[src/common/merge_pkg.sv]
// Merge generator constants, packet, descriptor, lane mask and FSM state types
package merge_pkg;

    // --------------------
    // Sizes
    // --------------------
    localparam int NUM_LANES       = 4;
    localparam int FIELD_W         = 32;
    localparam int META_W          = 16;
    localparam int COUNT_W         = 16;

    // FIFO depths must be powers of two
    localparam int LANE_FIFO_DEPTH = 16;
    localparam int OUT_FIFO_DEPTH  = 16;
    localparam int PROG_THRESH     = 8;

    // --------------------
    // Types
    // --------------------
    // Set bit means the lane takes part in the merge
    typedef logic [NUM_LANES-1:0] lane_mask_t;

    typedef struct packed {
        logic [META_W-1:0]                 meta;
        logic [NUM_LANES-1:0][FIELD_W-1:0] field;
    } packet_t;

    // Run descriptor, only the packet count is kept
    typedef struct packed {
        logic               valid;
        logic [COUNT_W-1:0] count;
    } descriptor_t;

    typedef enum logic [2:0] {
        IDLE,
        CONFIG_REQ,
        CONFIG_RELEASE,
        BUSY,
        PAUSE,
        DONE
    } merge_state_t;

endpackage : merge_pkg

[src/design/merge/merge_field_combiner.sv]
// Per-lane pop control, lane slot flags and merged packet assembly
module merge_field_combiner (
    input  logic                            ap_clk,
    input  logic                            areset_generator,
    input  logic                            merge_enable,
    input  merge_pkg::lane_mask_t           merge_mask,
    input  logic [merge_pkg::NUM_LANES-1:0] lane_empty,
    input  logic [merge_pkg::NUM_LANES-1:0] lane_read_valid,
    input  merge_pkg::packet_t              lane_dout [merge_pkg::NUM_LANES],
    output logic [merge_pkg::NUM_LANES-1:0] lane_pop,
    output logic                            merge_push,
    output merge_pkg::packet_t              merged_packet
);
    import merge_pkg::*;

    lane_mask_t filled;
    lane_mask_t capture;
    packet_t    assembly;
    logic       all_filled;

    // --------------------
    // Pop control
    // --------------------
    // A lane's read_valid marks the read still in flight from last cycle
    always_comb begin
        for (int i = 0; i < NUM_LANES; i++) begin
            if (merge_mask[i]) begin
                lane_pop[i] = merge_enable & ~filled[i] & ~lane_empty[i]
                              & ~lane_read_valid[i];
            end else begin
                // Lanes outside the mask are drained
                lane_pop[i] = merge_enable & ~lane_empty[i];
            end
        end
    end

    // Only masked lanes fill a slot
    assign capture = lane_read_valid & merge_mask;

    // Empty mask never completes a packet
    assign all_filled = (merge_mask != '0) && ((filled & merge_mask) == merge_mask);

    // --------------------
    // Slot flags
    // --------------------
    always_ff @(posedge ap_clk) begin
        if (areset_generator) begin
            filled <= '0;
        end else if (all_filled) begin
            filled <= '0;
        end else begin
            filled <= filled | capture;
        end
    end

    // Assembly register, unmasked fields hold their old value
    always_ff @(posedge ap_clk) begin
        if (capture[0]) begin
            assembly.meta <= lane_dout[0].meta;
        end
        for (int i = 0; i < NUM_LANES; i++) begin
            if (capture[i]) begin
                assembly.field[i] <= lane_dout[i].field[i];
            end
        end
    end

    // Push in the cycle the last slot is seen full
    assign merge_push    = all_filled;
    assign merged_packet = assembly;

endmodule : merge_field_combiner

[config.mk]
export PLATFORM = sky130hd
export DESIGN_NAME = merge_field_combiner
export DESIGN_NICKNAME = d
export VERILOG_FILES = /design/src/common/merge_pkg.sv /design/src/design/merge/merge_field_combiner.sv
export SDC_FILE = /design/constraint.sdc
export NUM_CORES = 1
export LEC_CHECK = 0
export BUFFER_PORTS_ARGS = -buffer_cell sky130_fd_sc_hd__clkbuf_2
export CAP_MARGIN = 30
export CORE_AREA = 4 4 288 290
export CTS_CLUSTER_DIAMETER = 60
export DETAILED_ROUTE_END_ITERATION = 7
export DIE_AREA = 0 0 292 294
export GPL_ROUTABILITY_DRIVEN = 0
export PLACE_DENSITY = 0.3
export SYNTH_ARGS = -nofsm -noshare
export SYNTH_HDL_FRONTEND = slang
export SYNTH_SLANG_ARGS = --single-unit
[constraint.sdc]
create_clock -name ap_clk -period 4.59 [get_ports ap_clk]
set_input_delay 1.377 -clock ap_clk [delete_from_list [all_inputs] [get_ports ap_clk]]
set_output_delay 1.377 -clock ap_clk [all_outputs]
set_load 0.01 [all_outputs]
After elaboration in Yosys (flattened, before gate mapping)
Cells that the tools add are included.
{"block": "word_totals", "regBits": 148}
{"block": "classes", "n_eq_ne": 1, "muxes": 4, "n_bitwise": 31, "n_reduce_logical": 3}
{"operator": "bitwise AND 1 bit", "n": 16}
{"operator": "NOT 1 bit", "n": 12}
{"operator": "bitwise AND 4 bit", "n": 2}
{"operator": "== test 4 bit", "n": 1}
{"operator": "2-to-1 mux 1 bit", "n": 4}
{"operator": "OR 4 bit", "n": 1}
{"operator": "nonzero test 4 bit", "n": 1}
{"operator": "OR reduction 2 bit", "n": 1}
{"operator": "logical AND 1 bit", "n": 1}

Depth between registers and ports, before layout
{"block": "logic_depth", "ltp_word": 5, "depth_mapped": 3}

Worst setup path after synthesis
OpenSTA, ideal clock, no wires.
{"block": "synth_timing", "path_kind": "input to output", "startpoint": "input merge_mask[1]", "endpoint": "output merge_push", "arrival_time_ns": 1.927, "t_required_ns": 3.213, "path_slack_ns": 1.286, "path_stages": 3, "cell_sequence": "nor4_2 a221oi_2 and2_2"}
{"block": "synth_between", "elab_chain_cells": 3, "elab_cells_between_ends": 4, "cone_classes": "1 x eq/ne; 1 x bitwise; 2 x reduce/logical"}
{"item": "start, declared", "line": "merge_field_combiner.sv:6", "source": "input merge_pkg::lane_mask_t merge_mask,"}
{"item": "bitwise AND 4 bit", "line": "merge_field_combiner.sv:41", "source": "assign all_filled = (merge_mask != '0) && ((filled & merge_mask) == merge_mask);"}
{"item": "== test 4 bit", "line": "merge_field_combiner.sv:41"}
{"item": "logical AND 1 bit *", "line": "merge_field_combiner.sv:41"}
{"item": "end, declared", "line": "merge_field_combiner.sv:11", "source": "output logic merge_push,"}
Mark *: on every way between the ends. The rest lies on a longest branch, timed or not.

Final worst setup path
Same ends and word-level chain as after synthesis.

==> metrics <==
drt wl/cell 16.43 µm; vias per cell between 1.5 and 2; Tmin final roughly 3700 ps; Setup Viol. Count Final 0; synth unique cells 12; most area-hungry cell type in the Yosys netlist edfxtp_1; die area roughly 86000 µm²; Yosys warnings 0; grt ovf 0; remaining antenna violation count 0; mapped cell area 4588 µm²; Arr. time, crit path 2350 ps; Iteration-0 DRC Markers about 130; Worst Path Max Fanout 5; fin. max-slew vios 0; Synth Flop Type edfxtp_1; # DRC 0; first drt pass iteration count 4; Sum Neg Setup Slack 0 ps; largest net degree at the start of global routing 34; Async S/R FF share, synth 0; H-tree lvl count 4; Multi-input gate area between 150 and 200 µm²; Avg Inst Size Synth between 20 and 30 µm²; All-Layer GR Usage 0.06093; clk_skew 1.549 ps; Leak Pwr 0.003059 µW; hold-critical path depth 2; Post-Syn Nets ~770; Synth top area share 0.9425; top post-synthesis cells by area edfxtp_1 94%, dfxtp_1 1.7%, and3b_1 0.76%, a211oi_1 0.65%, o21ai_0 0.44%; filler instances between 9000 and 10000; Tcrit/Tclk final 0.8110; vias between 3000 and 4000; Clock Tree Buf Depth 2; Max-slew headroom 0.4336; non-filler instance count after layout roughly 1600; IO Pins 740; Worst Path Required between 3000 and 4000 ps; Clk pin slew, worst setup/hold paths ~60 ps; port buffer count around 310; Fmax around 0.27 GHz; Cell Rows ~100; Setup crit end kind output port; fraction of layout cells with a size suffix above 1 0.6705; CTS Sinks ~150; setup bufs post-CTS 0; RSZ-0062 raised after global routing no; sequential area share after synthesis 0.9599; PnR Total Power 3486 µW; Crit Path Category input port to output port; Initial Util 0.05715; Worst Setup Start Kind input port; Reg2Reg Setup Slack 3470 ps; max_cap viols 0; Worst Tran Pin Value 849.5 ps; antenna violations before repair 4; total CTS buffers 17; first-pass GRT wire length ~33000 µm; P&R area growth vs syn 77.04%; Post-Route WL 25970 µm; CTS tree done; Power Density ~430 nW/µm²; Die X ~300 µm; final hold vios 0; vias in the first global route between 3000 and 4000; most common cell in the netlist edfxtp_1; #FFs+latches synth 148; CTS Hold Bufs 0; Post-synth EDFFs about 140; dpl hpwl 21880 µm; core area about 80000 µm²; die height roughly 290 µm; FF-to-FF path depth 3; Final nets approximately 1100; Worst-Skew Late Latency 470 ps; Post-Syn Instances 176; status complete, no violations; register area around 4400 µm²; post-CTS sizing 0; min-delay worst type register to register; DP Cell Count 1547; Max IR drop VDD ~0.29 mV; CTS Root Cell clkbuf_16
## routing by layer
layer / share of wire / wire, µm / track usage / vias to the layer above
li1: - / - / - / 1375
met2: 0.42 / 10920 / 0.08617 / 244
met5: 0 / 0 / 0 / -
met3: 0.16 / 4039 / 0.04536 / 21
met4: 0.016 / 426 / 0.02281 / 0
met1: 0.41 / 10580 / 0.07002 / 1502
## sequential cells by signal, summed over array words and instances (netlist names)
register	count
filled	4
merged_packet	144
## where the power goes
| part | switching, µW | total [µW] | internal, µW |
|---|---|---|---|
| registers | 46.2 | 1630 | 1580 |
| logic | 181 | 290 | 110 |
| clock network | 683 | 1560 | 882 |
## critical path, cell delays in order
cell	delay (ps)
clkbuf_2	140
a221oi_2	440
and2_2	240
clkbuf_2	140
## final cells by class
type,instances,area share
antenna,2,0.0006161
clock buffer,17,0.05237
clock inverter,15,0.02588
inverter,4,0.001848
multi-input combinational,24,0.02095
sequential,148,0.5422
tap,1060,0.1633
timing repair buffer,311,0.1929
## final timing paths
check                                     startpoint                    to
worst max-delay path                   merge_mask[1]            merge_push
worst min-delay path            filled[3]$_SDFF_PP0_  filled[3]$_SDFF_PP0_
worst max register to register  filled[1]$_SDFF_PP0_  filled[0]$_SDFF_PP0_
worst min register to register  filled[3]$_SDFF_PP0_  filled[3]$_SDFF_PP0_
## through the flow
| stage | util | hold slack (ps) | instance area [µm²] | setup slack, ps |
|---|---|---|---|---|
| 5_1_grt | 0.1011 | 553.1 | 8118 | 785.9 |
| 4_1_cts | 0.1011 | 531.4 | 8118 | 850.8 |
| 3_5_place_dp | 0.09319 | 520.9 | 7482 | 870.2 |
| 2_1_floorplan | - | 482.1 | 4588 | 1286 |
| 3_3_place_gp | 0.09319 | 513.4 | 7482 | 868.2 |
| 6_report | 0.1012 | 525.8 | 8123 | 867.4 |
## cell families (layout without fill, tap and decap cells)
family,Yosys count,in the layout,share of synthesized area
other,0,2,0
AND/OR/NAND/NOR,14,14,0.02100
flip-flops,148,148,0.9599
AO/OA/AOI/OAI,10,10,0.01582
buffers and inverters,4,347,0.003271
## layout by cell type (no fill, tap or decap)
cell / instances
clkbuf_2: 307
bufinv_16: 3
edfxtp_1: 144
inv_6: 5
nor2_1: 4
diode_2: 2
clkinvlp_4: 2
clkbuf_16: 17
a221oi_2: 1
a211oi_1: 4
nor4_2: 1
o21ai_0: 4
and2_2: 3
a22oi_1: 1
inv_1: 4
and3b_1: 4
clkinv_8: 1
inv_8: 4
dfxtp_1: 4
buf_4: 4
and2_1: 2
Power figures use the tool's default switching activity.
