$ cat config.mk
export PLATFORM = sky130hd
export DESIGN_NAME = sync_fifo
export DESIGN_NICKNAME = d
export VERILOG_FILES = /design/src/common/merge_pkg.sv /design/src/design/sync_fifo.sv
export SDC_FILE = /design/constraint.sdc
export NUM_CORES = 2
export LEC_CHECK = 0
export BUFFER_PORTS_ARGS = -buffer_cell sky130_fd_sc_hd__buf_2
export CAP_MARGIN = 30
export CORE_MARGIN = 5
export CORE_UTILIZATION = 35
export DETAILED_ROUTE_END_ITERATION = 16
export PLACE_DENSITY = 0.56
export SYNTH_ARGS = -nofsm -noshare
export SYNTH_HDL_FRONTEND = slang
export SYNTH_SLANG_ARGS = --single-unit
$ cat constraint.sdc
create_clock -name ap_clk -period 13.9 [get_ports ap_clk]
set_clock_uncertainty 0.05 [all_clocks]
set_input_delay 1.39 -clock ap_clk [delete_from_list [all_inputs] [get_ports ap_clk]]
set_output_delay 1.39 -clock ap_clk [all_outputs]
set_load 0.1 [all_outputs]
$ cat src/common/merge_pkg.sv
// Merge generator constants, packet, descriptor, lane mask and FSM state types
package merge_pkg;

    // --------------------
    // Sizes
    // --------------------
    localparam int NUM_LANES       = 4;
    localparam int FIELD_W         = 32;
    localparam int META_W          = 16;
    localparam int COUNT_W         = 16;

    // FIFO depths must be powers of two
    localparam int LANE_FIFO_DEPTH = 16;
    localparam int OUT_FIFO_DEPTH  = 16;
    localparam int PROG_THRESH     = 8;

    // --------------------
    // Types
    // --------------------
    // Set bit means the lane takes part in the merge
    typedef logic [NUM_LANES-1:0] lane_mask_t;

    typedef struct packed {
        logic [META_W-1:0]                 meta;
        logic [NUM_LANES-1:0][FIELD_W-1:0] field;
    } packet_t;

    // Run descriptor, only the packet count is kept
    typedef struct packed {
        logic               valid;
        logic [COUNT_W-1:0] count;
    } descriptor_t;

    typedef enum logic [2:0] {
        IDLE,
        CONFIG_REQ,
        CONFIG_RELEASE,
        BUSY,
        PAUSE,
        DONE
    } merge_state_t;

endpackage : merge_pkg

$ cat src/design/sync_fifo.sv
// Synchronous FIFO with occupancy count, programmable full and read valid flag
module sync_fifo #(
    parameter int WIDTH = $bits(merge_pkg::packet_t),
    parameter int DEPTH = merge_pkg::LANE_FIFO_DEPTH
) (
    input  logic             ap_clk,
    input  logic             areset_generator,
    input  logic             push,
    input  logic [WIDTH-1:0] din,
    input  logic             pop,
    output logic [WIDTH-1:0] dout,
    output logic             read_valid,
    output logic             full,
    output logic             empty,
    output logic             prog_full
);
    import merge_pkg::*;

    logic [WIDTH-1:0]         mem [DEPTH];
    logic [$clog2(DEPTH)-1:0] wr_ptr;
    logic [$clog2(DEPTH)-1:0] rd_ptr;
    logic [$clog2(DEPTH):0]   count;
    logic                     do_push;
    logic                     do_pop;

    assign do_push = push & ~full;
    assign do_pop  = pop & ~empty;

    // --------------------
    // Status flags
    // --------------------
    assign full      = (count == DEPTH);
    assign empty     = (count == 0);
    assign prog_full = (count >= PROG_THRESH);

    // Pointers wrap naturally at a power-of-two depth
    always_ff @(posedge ap_clk) begin
        if (areset_generator) begin
            wr_ptr     <= '0;
            rd_ptr     <= '0;
            count      <= '0;
            read_valid <= 1'b0;
        end else begin
            read_valid <= do_pop;
            if (do_push) begin
                wr_ptr <= wr_ptr + 1'b1;
            end
            if (do_pop) begin
                rd_ptr <= rd_ptr + 1'b1;
            end
            case ({do_push, do_pop})
                2'b10:   count <= count + 1'b1;
                2'b01:   count <= count - 1'b1;
                default: count <= count;
            endcase
        end
    end

    // Storage and read port
    always_ff @(posedge ap_clk) begin
        if (do_push) begin
            mem[wr_ptr] <= din;
        end
        if (do_pop) begin
            dout <= mem[rd_ptr];
        end
    end

    // --------------------
    // Checks
    // --------------------
    a_no_overflow: assert property (@(posedge ap_clk) disable iff (areset_generator)
        !(push && full))
        else $error("sync_fifo push while full");

    a_no_underflow: assert property (@(posedge ap_clk) disable iff (areset_generator)
        !(pop && empty))
        else $error("sync_fifo pop while empty");

endmodule : sync_fifo

* After elaboration in Yosys (flattened, before gate mapping)
Memories as Yosys holds them, arrays and structs flattened. A register that Yosys moved wholly into a read port is not among the register bits.
Index checks and enable logic that the tools add are counted.
** Word-level totals
- Register bits after elaboration :: 14
- Latch bits :: 0
- Bits in writable memories :: 2304
- ROM bits :: 0
- Input port bits :: 148
- Output and inout port bits :: 148
- Word-level logic and storage cells :: 22
- Memories :: 1
** Cells by class
- $add $sub $neg :: 4
- Multiply operators :: 0
- Div/mod/pow operators :: 0
- $lt $le $gt $ge :: 1
- Equal/unequal tests :: 3
- Shifts and indexed selects :: 0
- Mux-type cells :: 3
- Bitwise gates (word level) :: 4
- Reductions and logical operators :: 2
** Memory list
- mem :: depth 16, bits a word 144, read ports 1, clocked after memory_dff 1, write ports 1, line sync_fifo.sv:19 : logic [WIDTH-1:0] mem [DEPTH];
** Operators by type and width (count)
- case mux 5 bit (2 select lines) :: 1
- adder 4 x 1 -> 4 bit, second input constant :: 2
- adder 5 x 1 -> 5 bit, second input constant :: 1
- == test 5 bit, second input constant :: 1
- >= comparator 5 x 4 -> 1 bit, second input constant :: 1
- zero test 5 bit :: 1
- subtractor 5 x 1 -> 5 bit, second input constant :: 1
- AND 1 bit :: 2
- == test 2 x 1 -> 1 bit, second input constant :: 1
- == test 2 bit, second input constant :: 1
- 2-to-1 mux 1 bit :: 2
- inverter 1 bit :: 2
- nonzero test 2 bit :: 1

* Depth between registers and ports, before layout
- Depth after elaboration :: 5
- Mapped depth :: 10
- Gate-level depth less buffers :: 9

* Worst setup path before layout
OpenSTA, ideal clock, no wires.
- Path kind :: in2reg
- Start :: in push
- End :: mem mem[0][0] (netlist bit) (enable)
- Setup time :: 824 ps
- Arrival time :: 11450 ps
- Data required time :: 13026 ps
- Setup slack :: 1576 ps
- Stages :: 3
- Buffers on the path :: 0
- Cell sequence :: o21a_1 nand2_1 nor3_1
** Between the ends
- Cells in the longest elaborated chain, start to end :: 3
** RTL lines
- from (decl) :: line sync_fifo.sv:8 : input logic push,
- AND 1 bit :: line sync_fifo.sv:26 : assign do_push = push & ~full;
- 2-to-1 mux 1 bit :: line sync_fifo.sv:61 : if (do_push) begin
- 2-to-1 mux 1 bit (implied by the code) :: line sync_fifo.sv:62 : mem[wr_ptr] <= din;
- to (decl) :: line sync_fifo.sv:19
No other way between the ends.

==> flow_metrics.env <==
export IMPL_rsz0062_at_grt="no"
export IMPL_worstSetupPathType="reg -> reg"
export IMPL_placed_cells=7376
export IMPL_multi_input_area_sq_um=16450
export IMPL_clock_path_buffers=4
export IMPL_die_area_sq_um=270500
export IMPL_reg2reg_from="rd_ptr[0]$_SDFFE_PP0P_"
export IMPL_synth_edff_count=2448
export IMPL_synth_top_area_share_pct=80.71
export IMPL_synth_area_leaders="edfxtp_1 (81%), mux4_2 (14%), a22oi_1 (2.0%)"
export IMPL_synth_seq_area_share_pct=81.02
export IMPL_hold_depth=2
export IMPL_finalCritPeriodShare_pct=33.42
export IMPL_synth_common_cells="edfxtp_1 (2448), mux4_2 (569), a22oi_1 (242)"
export IMPL_port_buffers=295
export IMPL_synth_distinct_cells=39
export IMPL_setup_viol=0
export IMPL_hold_end="count[2]$_SDFFE_PP0P_"
export IMPL_cp_required_ps=14490
export IMPL_nFillCells=22586
export IMPL_coreArea_sq_um=259200
export IMPL_clk_pin_slew_ps=60
export IMPL_wl_um=222000
export IMPL_grt_pass1_vias=43859
export IMPL_syn_area_per_cell_sq_um=24.01
export IMPL_fp_dieW_um=520.1
export IMPL_syn_nets=3952
export IMPL_finalWeightedCongestion=0.7041
export IMPL_cts_max_level=5
export IMPL_cp_arrival_ps=5230
export IMPL_placementRows=187
export IMPL_reg2reg_depth=6
export IMPL_cts_root_buf="clkbuf_16"
export IMPL_reg2reg_to="dout[89]$_DFFE_PP_"
export IMPL_die_h_um=520.1
export IMPL_ys_ff_latch=2462
export IMPL_placed_cell_area_sq_um=96970
export IMPL_p_leak_nw=32.50
export IMPL_numCtsBuffers=277
export IMPL_max_slew_margin_rel_pct=22.48
export IMPL_antenna_found_initial=76
export IMPL_holdBufCountCts=0
export IMPL_final_nets=4413
export IMPL_ir_worst_vdd_mv=0.2095
export IMPL_wl_per_cell_um=28.26
export IMPL_drtIter0Drc=3732
export IMPL_grt_pass1_wl_um=319600
export IMPL_grt_overflow_total=0
export IMPL_initial_utilization_pct=35.13
export IMPL_cts_repair_resized=0
export IMPL_worst_setup_path_start_kind="register"
export IMPL_postRouteAntennaNets=0
export IMPL_yosysTopAreaCell="edfxtp_1"
export IMPL_r2r_setup_slack_ps=9250
export IMPL_async_flop_share_pct=0
export IMPL_tns_ps=0
export IMPL_insertion_delay_ps=910
export IMPL_post_drt_via_cell_ratio=5.288
export IMPL_final_cell_count_no_fill=7854
export IMPL_endpoint_kind="register"
export IMPL_cts_sink_count=2462
export IMPL_area_growth_pct=15.57
export IMPL_pwr_density_cell_nw_per_um2=184.0
export IMPL_dp_hpwl_um=112400
export IMPL_cts_tree="done"
export IMPL_drive_gt1_share_pct=29.81
export IMPL_postCtsSetupRepairBufs=0
export IMPL_worstPathMaxFanout=94
export IMPL_vias=41535
export IMPL_max_cap_viol_count=0
export IMPL_grt_usage_pct=16.21
export IMPL_drc=0
export IMPL_hold_viol_final=0
export IMPL_worst_pin_slew_ps=1163
export IMPL_status="complete, no violations"
export IMPL_clock_fmax_mhz=215.3
export IMPL_hp_start="count[2]$_SDFFE_PP0P_"
export IMPL_synthCells=3794
export IMPL_drt_pass1_iter_count=5
export IMPL_synth_warnings=0
export IMPL_layout_min_cycle_time_ps=4645
export IMPL_syn_cell_area_sq_um=91080
export IMPL_seqCellArea_sq_um=73800
export IMPL_ios=296
export IMPL_final_util_pct=40.60
export IMPL_synth_most_common_cell="edfxtp_1"
export IMPL_grt_max_degree=146
export IMPL_hp_class="reg -> reg"
export IMPL_synthFlopType="edfxtp_1"
export IMPL_final_area_sq_um=105300
export IMPL_slew_viol_final=0
## logic make-up after synthesis
| kind of cell | share of synthesized area, % |
|---|---|
| AO/OA/AOI/OAI | 2.423 |
| AND/OR/NAND/NOR | 1.014 |
| flip-flops | 81.02 |
| XOR/XNOR | 0.07693 |
| adder cells (fa/ha/maj) | 0.1456 |
| multiplexers | 14.26 |
| buffers and inverters | 1.067 |
## cell type report
type | instances | share of cell area [%]
antenna | 17 | 0.04041
timing repair buffer | 380 | 2.354
tap | 3402 | 4.044
multi-input combinational | 1128 | 15.63
inverter | 6 | 0.02853
clock buffer | 336 | 6.876
sequential | 2462 | 70.11
clock inverter | 123 | 0.9153
## worst max-delay path by stage
stage | slack, ps | to | depth (start not counted) | start
3_5_place_dp | 9020 | dout[127]$_DFFE_PP_ | 6 | rd_ptr[0]$_SDFFE_PP0P_
6_report | 9250 | dout[89]$_DFFE_PP_ | 6 | rd_ptr[0]$_SDFFE_PP0P_
4_1_cts | 9000 | dout[107]$_DFFE_PP_ | 6 | rd_ptr[0]$_SDFFE_PP0P_
3_3_place_gp | 9000 | dout[45]$_DFFE_PP_ | 6 | rd_ptr[0]$_SDFFE_PP0P_
5_1_grt | 8770 | dout[76]$_DFFE_PP_ | 6 | rd_ptr[0]$_SDFFE_PP0P_
2_1_floorplan | 1580 | mem[0][0]$_DFFE_PP_ | 3 | push
## critical path: stages, from the launching register on
cell	delay, ps
dfxtp_4	880
buf_4	790
buf_4	810
buf_12	660
mux4_2	600
a22oi_1	320
nand2_1	80
## per-layer routing
| metal | wire length (um) | GRT usage, % | up-vias |
|---|---|---|---|
| met5 | 170 | 0 | - |
| met4 | 5224 | 4.239 | 28 |
| met3 | 12880 | 3.272 | 404 |
| met2 | 112000 | 27.48 | 1233 |
| met1 | 91660 | 21.44 | 22617 |
| li1 | - | - | 17253 |
## report_power, final
| part | total (mW) | internal (mW) | switching, mW |
|---|---|---|---|
| Clock | 6.73 | 3.94 | 2.79 |
| Sequential | 8.90 | 8.68 | 0.226 |
| Combinational | 3.73 | 1.04 | 2.70 |
## sequential cells by signal (all words and copies together) (netlist names)
name / count
mem: 2304
dout: 144
count: 5
rd_ptr: 4
wr_ptr: 4
read_valid: 1
## stage by stage
step	worst slack, ps	power (mW)	hold WS [ps]
detailed placement	9016	12.89	484.2
global route	8775	20.13	530.5
floorplan	1576	11.95	429.8
finish	9255	19.37	485.3
global placement	8997	12.85	449.6
CTS	9004	19.66	492.4
## layout by cell type (no fill, tap or decap), drive strengths merged, types with 38 or more instances in the layout
master,Yosys,layout
edfxtp,2448,2448
mux4,569,569
buf,115,380
clkbuf,83,336
a22oi,242,242
nand2,138,138
clkinv,0,95
nor2,49,49
o22ai,38,38
Note: power is estimated with default switching activity, not from simulation.
