## src/common/merge_pkg.sv

```systemverilog
// Merge generator constants, packet, descriptor, lane mask and FSM state types
package merge_pkg;

    // --------------------
    // Sizes
    // --------------------
    localparam int NUM_LANES       = 4;
    localparam int FIELD_W         = 32;
    localparam int META_W          = 16;
    localparam int COUNT_W         = 16;

    // FIFO depths must be powers of two
    localparam int LANE_FIFO_DEPTH = 16;
    localparam int OUT_FIFO_DEPTH  = 16;
    localparam int PROG_THRESH     = 8;

    // --------------------
    // Types
    // --------------------
    // Set bit means the lane takes part in the merge
    typedef logic [NUM_LANES-1:0] lane_mask_t;

    typedef struct packed {
        logic [META_W-1:0]                 meta;
        logic [NUM_LANES-1:0][FIELD_W-1:0] field;
    } packet_t;

    // Run descriptor, only the packet count is kept
    typedef struct packed {
        logic               valid;
        logic [COUNT_W-1:0] count;
    } descriptor_t;

    typedef enum logic [2:0] {
        IDLE,
        CONFIG_REQ,
        CONFIG_RELEASE,
        BUSY,
        PAUSE,
        DONE
    } merge_state_t;

endpackage : merge_pkg

```

## src/design/merge/merge_control_fsm.sv

```systemverilog
// Run sequencer: config handshake, mask capture, pause, packet count and done
module merge_control_fsm (
    input  logic                   ap_clk,
    input  logic                   areset_generator,
    input  merge_pkg::descriptor_t descriptor,
    output logic                   config_req,
    input  logic                   config_ack,
    input  merge_pkg::lane_mask_t  config_mask,
    input  logic                   out_prog_full,
    input  logic                   merge_push,
    output logic                   merge_enable,
    output merge_pkg::lane_mask_t  merge_mask,
    output logic                   done
);
    import merge_pkg::*;

    merge_state_t       state;
    merge_state_t       next_state;
    logic [COUNT_W-1:0] remaining;
    lane_mask_t         mask_reg;
    logic               counting;
    logic               last_push;

    // Merged packets may still land while paused
    assign counting  = (state == BUSY) || (state == PAUSE);
    assign last_push = counting && merge_push && (remaining == COUNT_W'(1));

    // --------------------
    // State register
    // --------------------
    always_ff @(posedge ap_clk) begin
        if (areset_generator) begin
            state <= IDLE;
        end else begin
            state <= next_state;
        end
    end

    always_comb begin
        next_state = state;
        case (state)
            IDLE: begin
                if (descriptor.valid) begin
                    next_state = CONFIG_REQ;
                end
            end
            CONFIG_REQ: begin
                if (config_ack) begin
                    next_state = CONFIG_RELEASE;
                end
            end
            // Wait for the source to drop ack before merging
            CONFIG_RELEASE: begin
                if (!config_ack) begin
                    next_state = (remaining == '0) ? DONE : BUSY;
                end
            end
            BUSY: begin
                if (last_push) begin
                    next_state = DONE;
                end else if (out_prog_full) begin
                    next_state = PAUSE;
                end
            end
            PAUSE: begin
                if (last_push) begin
                    next_state = DONE;
                end else if (!out_prog_full) begin
                    next_state = BUSY;
                end
            end
            DONE: begin
                next_state = IDLE;
            end
            default: begin
                next_state = IDLE;
            end
        endcase
    end

    // --------------------
    // Run parameters
    // --------------------
    always_ff @(posedge ap_clk) begin
        if (areset_generator) begin
            remaining <= '0;
            mask_reg  <= '0;
        end else begin
            if (state == IDLE && descriptor.valid) begin
                remaining <= descriptor.count;
            end else if (counting && merge_push) begin
                remaining <= remaining - 1'b1;
            end
            // Mask is valid on the first ack cycle
            if (state == CONFIG_REQ && config_ack) begin
                mask_reg <= config_mask;
            end
        end
    end

    assign config_req   = (state == CONFIG_REQ);
    assign merge_enable = (state == BUSY);
    assign merge_mask   = mask_reg;
    assign done         = (state == DONE);

    // Source only raises ack in answer to a request
    a_ack_after_req: assert property (@(posedge ap_clk) disable iff (areset_generator)
        $rose(config_ack) |-> config_req)
        else $error("config_ack rose without config_req");

    // Lane 0 supplies the metadata, so it must be merged
    a_mask_lane0: assert property (@(posedge ap_clk) disable iff (areset_generator)
        (state == CONFIG_REQ) && config_ack |=> merge_mask[0])
        else $error("captured merge mask excludes lane 0");

endmodule : merge_control_fsm

```

## config.mk

```make
export PLATFORM = sky130hd
export DESIGN_NAME = merge_control_fsm
export DESIGN_NICKNAME = d
export VERILOG_FILES = /design/src/common/merge_pkg.sv /design/src/design/merge/merge_control_fsm.sv
export SDC_FILE = /design/constraint.sdc
export NUM_CORES = 1
export LEC_CHECK = 0
export ABC_AREA = 1
export BUFFER_PORTS_ARGS = -buffer_cell sky130_fd_sc_hd__buf_2
export CAP_MARGIN = 25
export CORE_AREA = 2 2 55 57
export CTS_CLUSTER_SIZE = 28
export DETAILED_ROUTE_END_ITERATION = 12
export DIE_AREA = 0 0 57 59
export PLACE_DENSITY = 0.89
export SETUP_SLACK_MARGIN = 0.1
export SLEW_MARGIN = 10
export SYNTH_ARGS = -nofsm -noshare
export SYNTH_HDL_FRONTEND = slang
export SYNTH_SLANG_ARGS = --single-unit
```

## constraint.sdc

```tcl
create_clock -name ap_clk -period 3.8 [get_ports ap_clk]
set_input_delay 0.19 -clock ap_clk [delete_from_list [all_inputs] [get_ports ap_clk]]
set_output_delay 0.19 -clock ap_clk [all_outputs]
set_load 0.02 [all_outputs]
```

**Word-level counts from Yosys, hierarchy flattened**

Cells that the tools add are included.

- RAM bits: 0
- Bits in latches: 0
- Memory bits (read-only): 0
- Logic and storage cells: 35
- Bits in registers: 23
- Output and inout bits: 7
- Input bits: 26
- Memories: 0

- Magnitude comparators: 0
- $add $sub $neg: 1
- Reductions and logical operators: 9
- Div/mod/pow operators: 0
- Bitwise gates (word level): 0
- Shifts and indexed selects: 0
- $mul: 0
- Muxes and demuxes: 11
- Eq/ne operators: 11

Operators with widths:

| operator | number |
|---|---|
| 2-to-1 mux 16 bit | 2 |
| 2-to-1 mux 3 bit | 8 |
| == test 16 x 1 -> 1 bit, second input constant | 1 |
| zero test 16 bit | 1 |
| subtractor 16 x 1 -> 16 bit, second input constant | 1 |
| case mux 3 bit (5 select lines) | 1 |
| == test 3 x 2 -> 1 bit, second input constant | 2 |
| == test 3 bit, second input constant | 2 |
| AND reduction 5 bit | 1 |
| logical AND 1 bit | 4 |
| != test 2 bit, second input constant | 2 |
| == test 3 x 1 -> 1 bit, second input constant | 1 |
| zero test 3 bit | 1 |
| != test 3 x 2 -> 1 bit, second input constant | 1 |
| != test 3 bit, second input constant | 1 |
| != test 2 x 1 -> 1 bit, second input constant | 1 |
| nonzero test 2 bit | 1 |
| logical OR 1 bit | 1 |

**Depth between registers and ports, before layout**

Gate-level depths: netlist of run 1.

- Word-level depth: 6
- Depth in mapped cells: 12

**Worst setup path after synthesis of run 1**

Ideal clock, no wire load.

- Kind: register -> register
- Start point: register state[0]
- End point: register state[1]
- Arrival time: 1,367 ps
- Setup time: 113 ps
- Clock period less this slack: 1,479 ps
- Cell stages (with the launch flop): 12
- Slack: 2,321 ps
- Cell sequence: dfxtp_1 -> inv_1 -> nor3_2 -> nand2_1 -> o21ai_0 -> inv_1 -> nand2_1 -> nor2_2 -> nand2_1 -> nand2_1 -> nand2_1 -> nor2_1

- Elaborated cells between the ends (all ways): 17
- Classes of those cells: eq/ne: 9; mux: 3; reduce/logical: 5

RTL lines:

| what | line | source |
|---|---|---|
| from (decl) | merge_control_fsm.sv:17 | `merge_state_t state;` |
| from (signal assigned) | merge_control_fsm.sv:35 | `state <= next_state;` |
| == test 3 x 1 -> 1 bit * | n/a |  |
| net config_req | merge_control_fsm.sv:6 | `output logic config_req,` |
| != test 2 x 1 -> 1 bit (no source line) | n/a |  |
| AND reduction 5 bit (no source line) | n/a |  |

The timed path passes the listed nets; every way through them passes the cells marked *.
A chain may end at the register's enable or synchronous reset.

**Worst setup path in the final report of run 1**

- Start point: register state[0]
- End point: register remaining[14]

- Cells in the longest elaborated chain, start to end: 4
- Elaborated cells between the ends (all ways): 8
- Classes of those cells: eq/ne: 2; mux: 1; reduce/logical: 5

Ends and longest elaborated chain:

| what | line | source |
|---|---|---|
| == test 3 x 2 -> 1 bit or == test 3 bit (tied branches) | merge_control_fsm.sv:25 | `assign counting = (state == BUSY) \|\| (state == PAUSE);` |
| logical OR 1 bit | merge_control_fsm.sv:25 |  |
| logical AND 1 bit | merge_control_fsm.sv:91 | `end else if (counting && merge_push) begin` |
| nonzero test 2 bit (no source line) | n/a |  |
| to (signal assigned) | merge_control_fsm.sv:90 | `remaining <= descriptor.count;` |
| to (signal assigned) | merge_control_fsm.sv:92 | `remaining <= remaining - 1'b1;` |
| to (decl) | merge_control_fsm.sv:19 | `logic [COUNT_W-1:0] remaining;` |

Several ways; a longest one is shown, not always the timed one.

==> reports/metrics.yaml, run 1 <==
outcome: "complete, no violations"
dr_total_vias: 1677
synth_top_family_by_area: "simple AND/OR/NAND/NOR gates"
core_um2: 2710
cts_root_buffer: "clkbuf_4"
cp_common_cell: "nand2_1"
avgSynthCellArea_um2: 6.226
crit_slowest_cell: "dfxtp_1"
rsz0062_at_grt: "no"
drt_pass1_iterations: 4
seqPwrFrac_pct: 27.4
final_common_cell: "nand2_1"
switching_share_pct: 53.89
path_clk_slew_ns: 0.14
final_cell_mix: "57 x nand2_1, 50 x nor2_1, 32 x buf_2"
routed_wl_mm: 3.567
crit_chain: "nand2_1 -> nand2_1 -> nand3_2 -> nand2_2 -> inv_2 -> nor2_1 -> o21ai_0 -> a21oi_1"
criticalPathCategory: "reg -> reg"
max_freq_ghz: 0.5867
synthCells: 250
numPortBuffers: 32
p_int_uw: 753.4
hold_path.class: "in -> reg"
worstPathArrival_ns: 1.98
fin_area_um2: 1730
cts_resized: 0
final_net_count: 309
rows: 19
hold_viol: 0
yosysSeqAreaShare_pct: 29.58
grt_pass1_wl_mm: 6.003
grt_pass1_vias: 1492
ys_ff_latch: 23
clkPwrFrac_pct: 7.4
cts_made_buffers: 3
worstPathRequired_ns: 4.07
p_leak_uw: 0.0008550
synthSimpleGateAreaFrac_pct: 38.67
synth_compound_area_share_pct: 16.72
pwr-share-comb_pct: 65.2
drive_above_1_share_pct: 18.28
grt_use_total_pct: 22.10
crit_path_start_kind: "flop"
cts_setup_buffers: 0
die_x_um: 57
peakVddDrop_mv: 0.6385
finalCriticalPeriod_ns: 1.704
antenna_found_initial: 0
finalSetupViolations: 0
diodes: 0
power_density_nw_per_um2: 944.2
tns_ns: 0
cts_hold_buf: 0
fin_crit_sh_pct: 44.86
syn_area_um2: 1556
drtIter0Drc: 55
grt_overflow: 0
cts_buffer_depth: 2
ant_nets: 0
ys_types: 30
grt_max_degree: 30
start_util_pct: 57.43
fp.dieH_um: 59
area_growth_pct: 11.17
yosysWarnings: 0
slowest_delay_ns: 0.45
crit_path_max_fanout: 13
placed_area_um2: 1703
dieArea_um2: 3363
synth_fp_nets: 279
ios: 33
clock_latency_ns: 0.32
drt-vias-per-instance: 5.410
synth.area.mux_share_pct: 0
dp.final_hpwl_mm: 2.688
worstSetupEndpointType: "flop"
route.detailed.drc: 0
drt-wirelength-per-cell_um: 11.51
post_synth_xor_area_fraction_pct: 2.251
fin_skew_ns: 0.003073
clock_sinks: 23
tightestPinTransition_ns: 0.3630
slew_headroom_pct: 75.62
maxCapViolations: 0
synthAdderAreaFrac_pct: 2.412
power_switching_uw: 880.4
routabilityCongestion: 0.8674
tritoncts: "built"
cts_max_level: 1
slew_violations: 0
==> routing by layer <==
metal  wire length, um  GRT usage (%)  up-vias
li1                  -              -      864
met1              1580          26.64      744
met2              1712          41.38       61
met3               235          3.930        8
met4                38          4.319        0
met5                 0              0        -
==> synth_stat cells (all sizes together) <==
| cell | count | area share [%] |
|---|---|---|
| nand3 | 14 | 4.8 |
| nand3b | 1 | 0.48 |
| xor2 | 1 | 0.56 |
| nor2 | 54 | 14 |
| a31oi | 5 | 2.0 |
| nand2 | 60 | 15 |
| o21ai | 18 | 5.8 |
| a21oi | 12 | 3.9 |
| nor4 | 1 | 0.40 |
| buf | 7 | 3.6 |
| inv | 27 | 6.5 |
| nand4 | 4 | 1.6 |
| o211ai | 8 | 3.9 |
| ha | 3 | 2.4 |
| dfxtp | 23 | 30 |
| clkbuf | 1 | 0.24 |
| nor3b | 1 | 0.48 |
| xnor2 | 3 | 1.7 |
| nor3 | 5 | 1.9 |
| o21bai | 2 | 1.2 |
==> power by group through the flow <==
stage               sequential (uW)  combinational (uW)  clock (uW)
floorplan                       441                 874           0
global placement                448                1020           0
detailed placement              450                1050           0
CTS                             446                1060         122
global route                    464                1210         130
finish                          448                1060         121
==> cell families (layout without fill, tap and decap cells) <==
| logic type | count (synthesis) | after routing |
|---|---|---|
| AOI/OAI and AO/OA | 45 | 45 |
| xor gates and xnor gates | 4 | 4 |
| adders and majority gates | 3 | 3 |
| buffers and inverters | 35 | 64 |
| DFF | 23 | 23 |
| and+or+nand+nor | 140 | 140 |
==> state kept, by name (all words and copies together) (netlist names) <==
name / flops
state: 3
merge_mask: 4
remaining: 16
==> critical path, delay by kind of cell, from the launching register on <==
| family | cells | cell delay [ns] |
|---|---|---|
| AO/OA/AOI/OAI | 2 | 0.22 |
| buffers and inverters | 1 | 0.14 |
| flip-flops | 1 | 0.45 |
| AND/OR/NAND/NOR | 5 | 0.83 |
==> final timing paths <==
check                 start       endpoint  slack (ns)  cells past startpoint
max                state[0]  remaining[14]        2.10                      8
max reg2reg        state[0]  remaining[14]        2.10                      8
min          config_mask[2]  merge_mask[2]        0.11                      3
min reg2reg   merge_mask[1]  merge_mask[1]        0.50                      2
==> through the flow <==
stage / util (%) / power, uW / instances / hold slack (ns) / setup WS, ns
2_1_floorplan: - / 1316 / 250 / 0.2594 / 2.321
3_3_place_gp: 62.83 / 1473 / 306 / 0.4450 / 2.227
3_5_place_dp: 62.83 / 1501 / 306 / 0.4569 / 2.145
4_1_cts: 63.85 / 1624 / 310 / 0.1007 / 2.106
5_1_grt: 63.85 / 1804 / 310 / 0.1246 / 1.922
6_report: 63.85 / 1634 / 310 / 0.1075 / 2.096
==> cell type report <==
| type | instances | area, um^2 |
|---|---|---|
| Multi-Input combinational cell | 192 | 934.6 |
| Timing Repair Buffer | 33 | 167.7 |
| Clock inverter | 1 | 5.005 |
| Fill cell | 261 | 979.7 |
| Tap cell | 31 | 38.79 |
| Clock buffer | 3 | 22.52 |
| Sequential cell | 23 | 460.4 |
| Inverter | 27 | 101.3 |
Note: power is estimated with default switching activity, not from simulation.
==> inputs of run 2 (changes only) <==
--- a/config.mk
+++ b/config.mk
@@ -8,11 +8,11 @@
 export ABC_AREA = 1
 export BUFFER_PORTS_ARGS = -buffer_cell sky130_fd_sc_hd__buf_2
 export CAP_MARGIN = 25
-export CORE_AREA = 2 2 55 57
+export CORE_AREA = 2 2 60 62
 export CTS_CLUSTER_SIZE = 28
 export DETAILED_ROUTE_END_ITERATION = 12
-export DIE_AREA = 0 0 57 59
-export PLACE_DENSITY = 0.89
+export DIE_AREA = 0 0 62 64
+export PLACE_DENSITY = 0.8
 export SETUP_SLACK_MARGIN = 0.1
 export SLEW_MARGIN = 10
 export SYNTH_ARGS = -nofsm -noshare
==> constraint.sdc (replaced) <==
create_clock -name ap_clk -period 1.4 [get_ports ap_clk]
set_input_delay 0.07 -clock ap_clk [delete_from_list [all_inputs] [get_ports ap_clk]]
set_output_delay 0.07 -clock ap_clk [all_outputs]
set_load 0.02 [all_outputs]
==> reports/metrics.yaml, run 2 (same netlist as run 1, synthesis figures left out) <==
worstPathRequired_ns: 1.63  # was 4.07 ns
tritoncts: "built"  # unchanged
tightestPinTransition_ns: 0.4987  # was 0.3630 ns
fp.dieH_um: 64  # was 59 um
area_growth_pct: 60.85  # was 11.17%
worstSetupEndpointType: "flop"  # unchanged
grt_use_total_pct: 25.21  # was 22.10%
dp.final_hpwl_mm: 3.111  # was 2.688 mm
clkPwrFrac_pct: 4.7  # was 7.4%
power_density_nw_per_um2: 2742  # was 944.2 nW/um^2
drt_pass1_iterations: 4  # unchanged
crit_chain: "inv_4 -> ha_4 -> nand2_4 -> nor2_4 -> nand2_4 -> o21bai_4 -> nand2_2 -> nor2_4 -> nand2_1 -> nand2_1 -> nor2_1"  # was nand2_1 -> nand2_1 -> nand3_2 -> nand2_2 -> inv_2 -> nor2_1 -> o21ai_0 -> a21oi_1
final_common_cell: "nand2_1"  # unchanged
tns_ns: -0.5272  # was 0 ns
routed_wl_mm: 5.166  # was 3.567 mm
numPortBuffers: 32  # unchanged
fin_skew_ns: 0.004458  # was 0.003073 ns
hold_viol: 2  # was 0
criticalPathCategory: "reg -> reg"  # unchanged
ios: 33  # unchanged
cts_made_buffers: 3  # unchanged
layout_setup_ws_ns: -0.1035  # was 2.096 ns
grt_pass1_vias: 1794  # was 1,492
power_switching_uw: 3419  # was 880.4 uW
grt_pass1_wl_mm: 7.631  # was 6.003 mm
rsz0062_at_grt: "yes"  # was no
drtIter0Drc: 93  # was 55
diodes: 0  # unchanged
start_util_pct: 47.39  # was 57.43%
max_freq_ghz: 0.6651  # was 0.5867 GHz
crit_path_start_kind: "flop"  # unchanged
slew_headroom_pct: 66.72  # was 75.62%
clock_latency_ns: 0.32  # about the same
finalSetupViolations: 9  # was 0
p_leak_uw: 0.001169  # was 0.0008550 uW
crit_path_max_fanout: 4  # was 13
largest_reg_flops: 16  # unchanged
drt-wirelength-per-cell_um: 13.81  # was 11.51 um
drive_above_1_share_pct: 48.17  # was 18.28%
fillCellCount: 231  # was 261
timing.hold.ws_ns: -0.005103  # was 0.1075 ns
rows: 21  # was 19
final_cell_mix: "47 x nand2_1, 39 x buf_4, 33 x nor2_1"  # was 57 x nand2_1, 50 x nor2_1, 32 x buf_2
slew_violations: 0  # unchanged
die_x_um: 62  # was 57 um
route.detailed.drc: 0  # unchanged
crit_slowest_cell: "dfxtp_2"  # was dfxtp_1
dieArea_um2: 3968  # was 3363 um^2
antenna_found_initial: 0  # unchanged
finalCriticalPeriod_ns: 1.504  # was 1.704 ns
slowest_delay_ns: 0.36  # was 0.45 ns
cts_root_buffer: "clkbuf_4"  # unchanged
dp_slack_ns: -0.09261  # was 2.145 ns
cts_max_level: 1  # unchanged
grt_overflow: 0  # unchanged
seqCellArea_um2: 489.2  # was 460.4 um^2
worstPathArrival_ns: 1.73  # was 1.98 ns
p_int_uw: 3447  # was 753.4 uW
seqPwrFrac_pct: 19.6  # was 27.4%
hold_path.class: "in -> reg"  # unchanged
path_clk_slew_ns: 0.13  # was 0.14 ns
ant_nets: 0  # unchanged
routabilityCongestion: 0.9111  # was 0.8674
crit_family: "simple AND/OR/NAND/NOR gates"  # unchanged
switching_share_pct: 49.80  # was 53.89%
regMostFlops: "remaining"  # unchanged
drt-vias-per-instance: 5.275  # was 5.410
core_um2: 3284  # was 2710 um^2
pwr-share-comb_pct: 75.7  # was 65.2%
maxCapViolations: 0  # unchanged
violations: "hold timing, setup timing"
multiInputGateArea_um2: 1207  # was 934.6 um^2
outcome: "finished with violations"  # was complete, no violations
final_net_count: 358  # was 309
grt_max_degree: 23  # was 30
peakVddDrop_mv: 1.373  # was 0.6385 mV
clock_sinks: 23  # unchanged
final_core_util_pct: 76.23  # was 63.85%
cts_buffer_depth: 2  # unchanged
fin_crit_sh_pct: 107.4  # was 44.86%
dr_total_vias: 1973  # was 1,677
crit_buf_inv: 1  # unchanged
-- run 2: changes by cell type in the layout (fill, tap and decap cells not counted), moves of 6 or more --
cell     change
dfxtp_1     -11
o21ai_0      -9
nor2_4      +10
nor2_1      -17
nor2_2       +7
buf_6       +11
nand2_2      +6
nand2_1     -10
dfxtp_4      +6
buf_4       +38
-- run 2: path summary, 6_finish.rpt --
path | start | end | slack, ns | depth (start not counted)
min reg2reg | merge_mask[3] | merge_mask[3] | 0.49 | 2
max reg2reg | remaining[1] | state[0] | -0.10 | 11
max | remaining[1] | state[0] | -0.10 | 11
min | config_mask[2] | merge_mask[2] | -0.005 | 3
-- run 2: area by class of cell --
class | count | share of cell area, %
clock buffer | 4 | 1.049
inverter | 27 | 4.848
multi-input combinational | 192 | 48.23
sequential | 23 | 19.54
tap | 46 | 2.299
timing repair buffer | 82 | 24.04
-- run 2: power groups by stage --
| stage | sequential, uW | combinational (uW) | clock, uW |
|---|---|---|---|
| 2_1_floorplan | 1250 | 2470 | 0 |
| 3_3_place_gp | 1190 | 3770 | 0 |
| 3_5_place_dp | 1200 | 3840 | 0 |
| 4_1_cts | 1270 | 4480 | 319 |
| 5_1_grt | 1380 | 5710 | 358 |
| 6_report | 1340 | 5200 | 324 |
-- run 2: worst register-to-register path, stage by stage, from the launching register on --
cell	delay [ns]
dfxtp_2	0.36
inv_4	0.09
ha_4	0.14
nand2_4	0.05
nor2_4	0.12
nand2_4	0.10
o21bai_4	0.15
nand2_2	0.08
nor2_4	0.14
nand2_1	0.07
nand2_1	0.07
nor2_1	0.05
-- run 2: through the flow --
| step | instances | cell area [um^2] | power (uW) | hold WS [ns] |
|---|---|---|---|---|
| floorplan | 250 | 1598 | 3718 | 0.1394 |
| global placement | 357 | 2046 | 4965 | 0.3390 |
| detailed placement | 357 | 2046 | 5042 | 0.3392 |
| CTS | 370 | 2303 | 6075 | 0.002580 |
| global route | 374 | 2504 | 7444 | 0.001856 |
| finish | 374 | 2504 | 6866 | -0.005103 |
-- run 2: timing repair --
item	CTS	global route
hold endpoints to repair	1	1
pin swaps	8	19
gates cloned	0	0
gates resized for setup	53	50
buffers inserted	8	4
endpoints found under the setup margin	21	26
hold buffers	1	1
-- run 2: per-layer routing --
| layer | vias up | GRT usage, % | share of wire [%] |
|---|---|---|---|
| met5 | - | 0 | 0 |
| met4 | 0 | 9.309 | 2.9 |
| met3 | 15 | 2.834 | 5.2 |
| met2 | 71 | 42.45 | 51 |
| met1 | 916 | 31.95 | 40 |
| li1 | 971 | - | - |
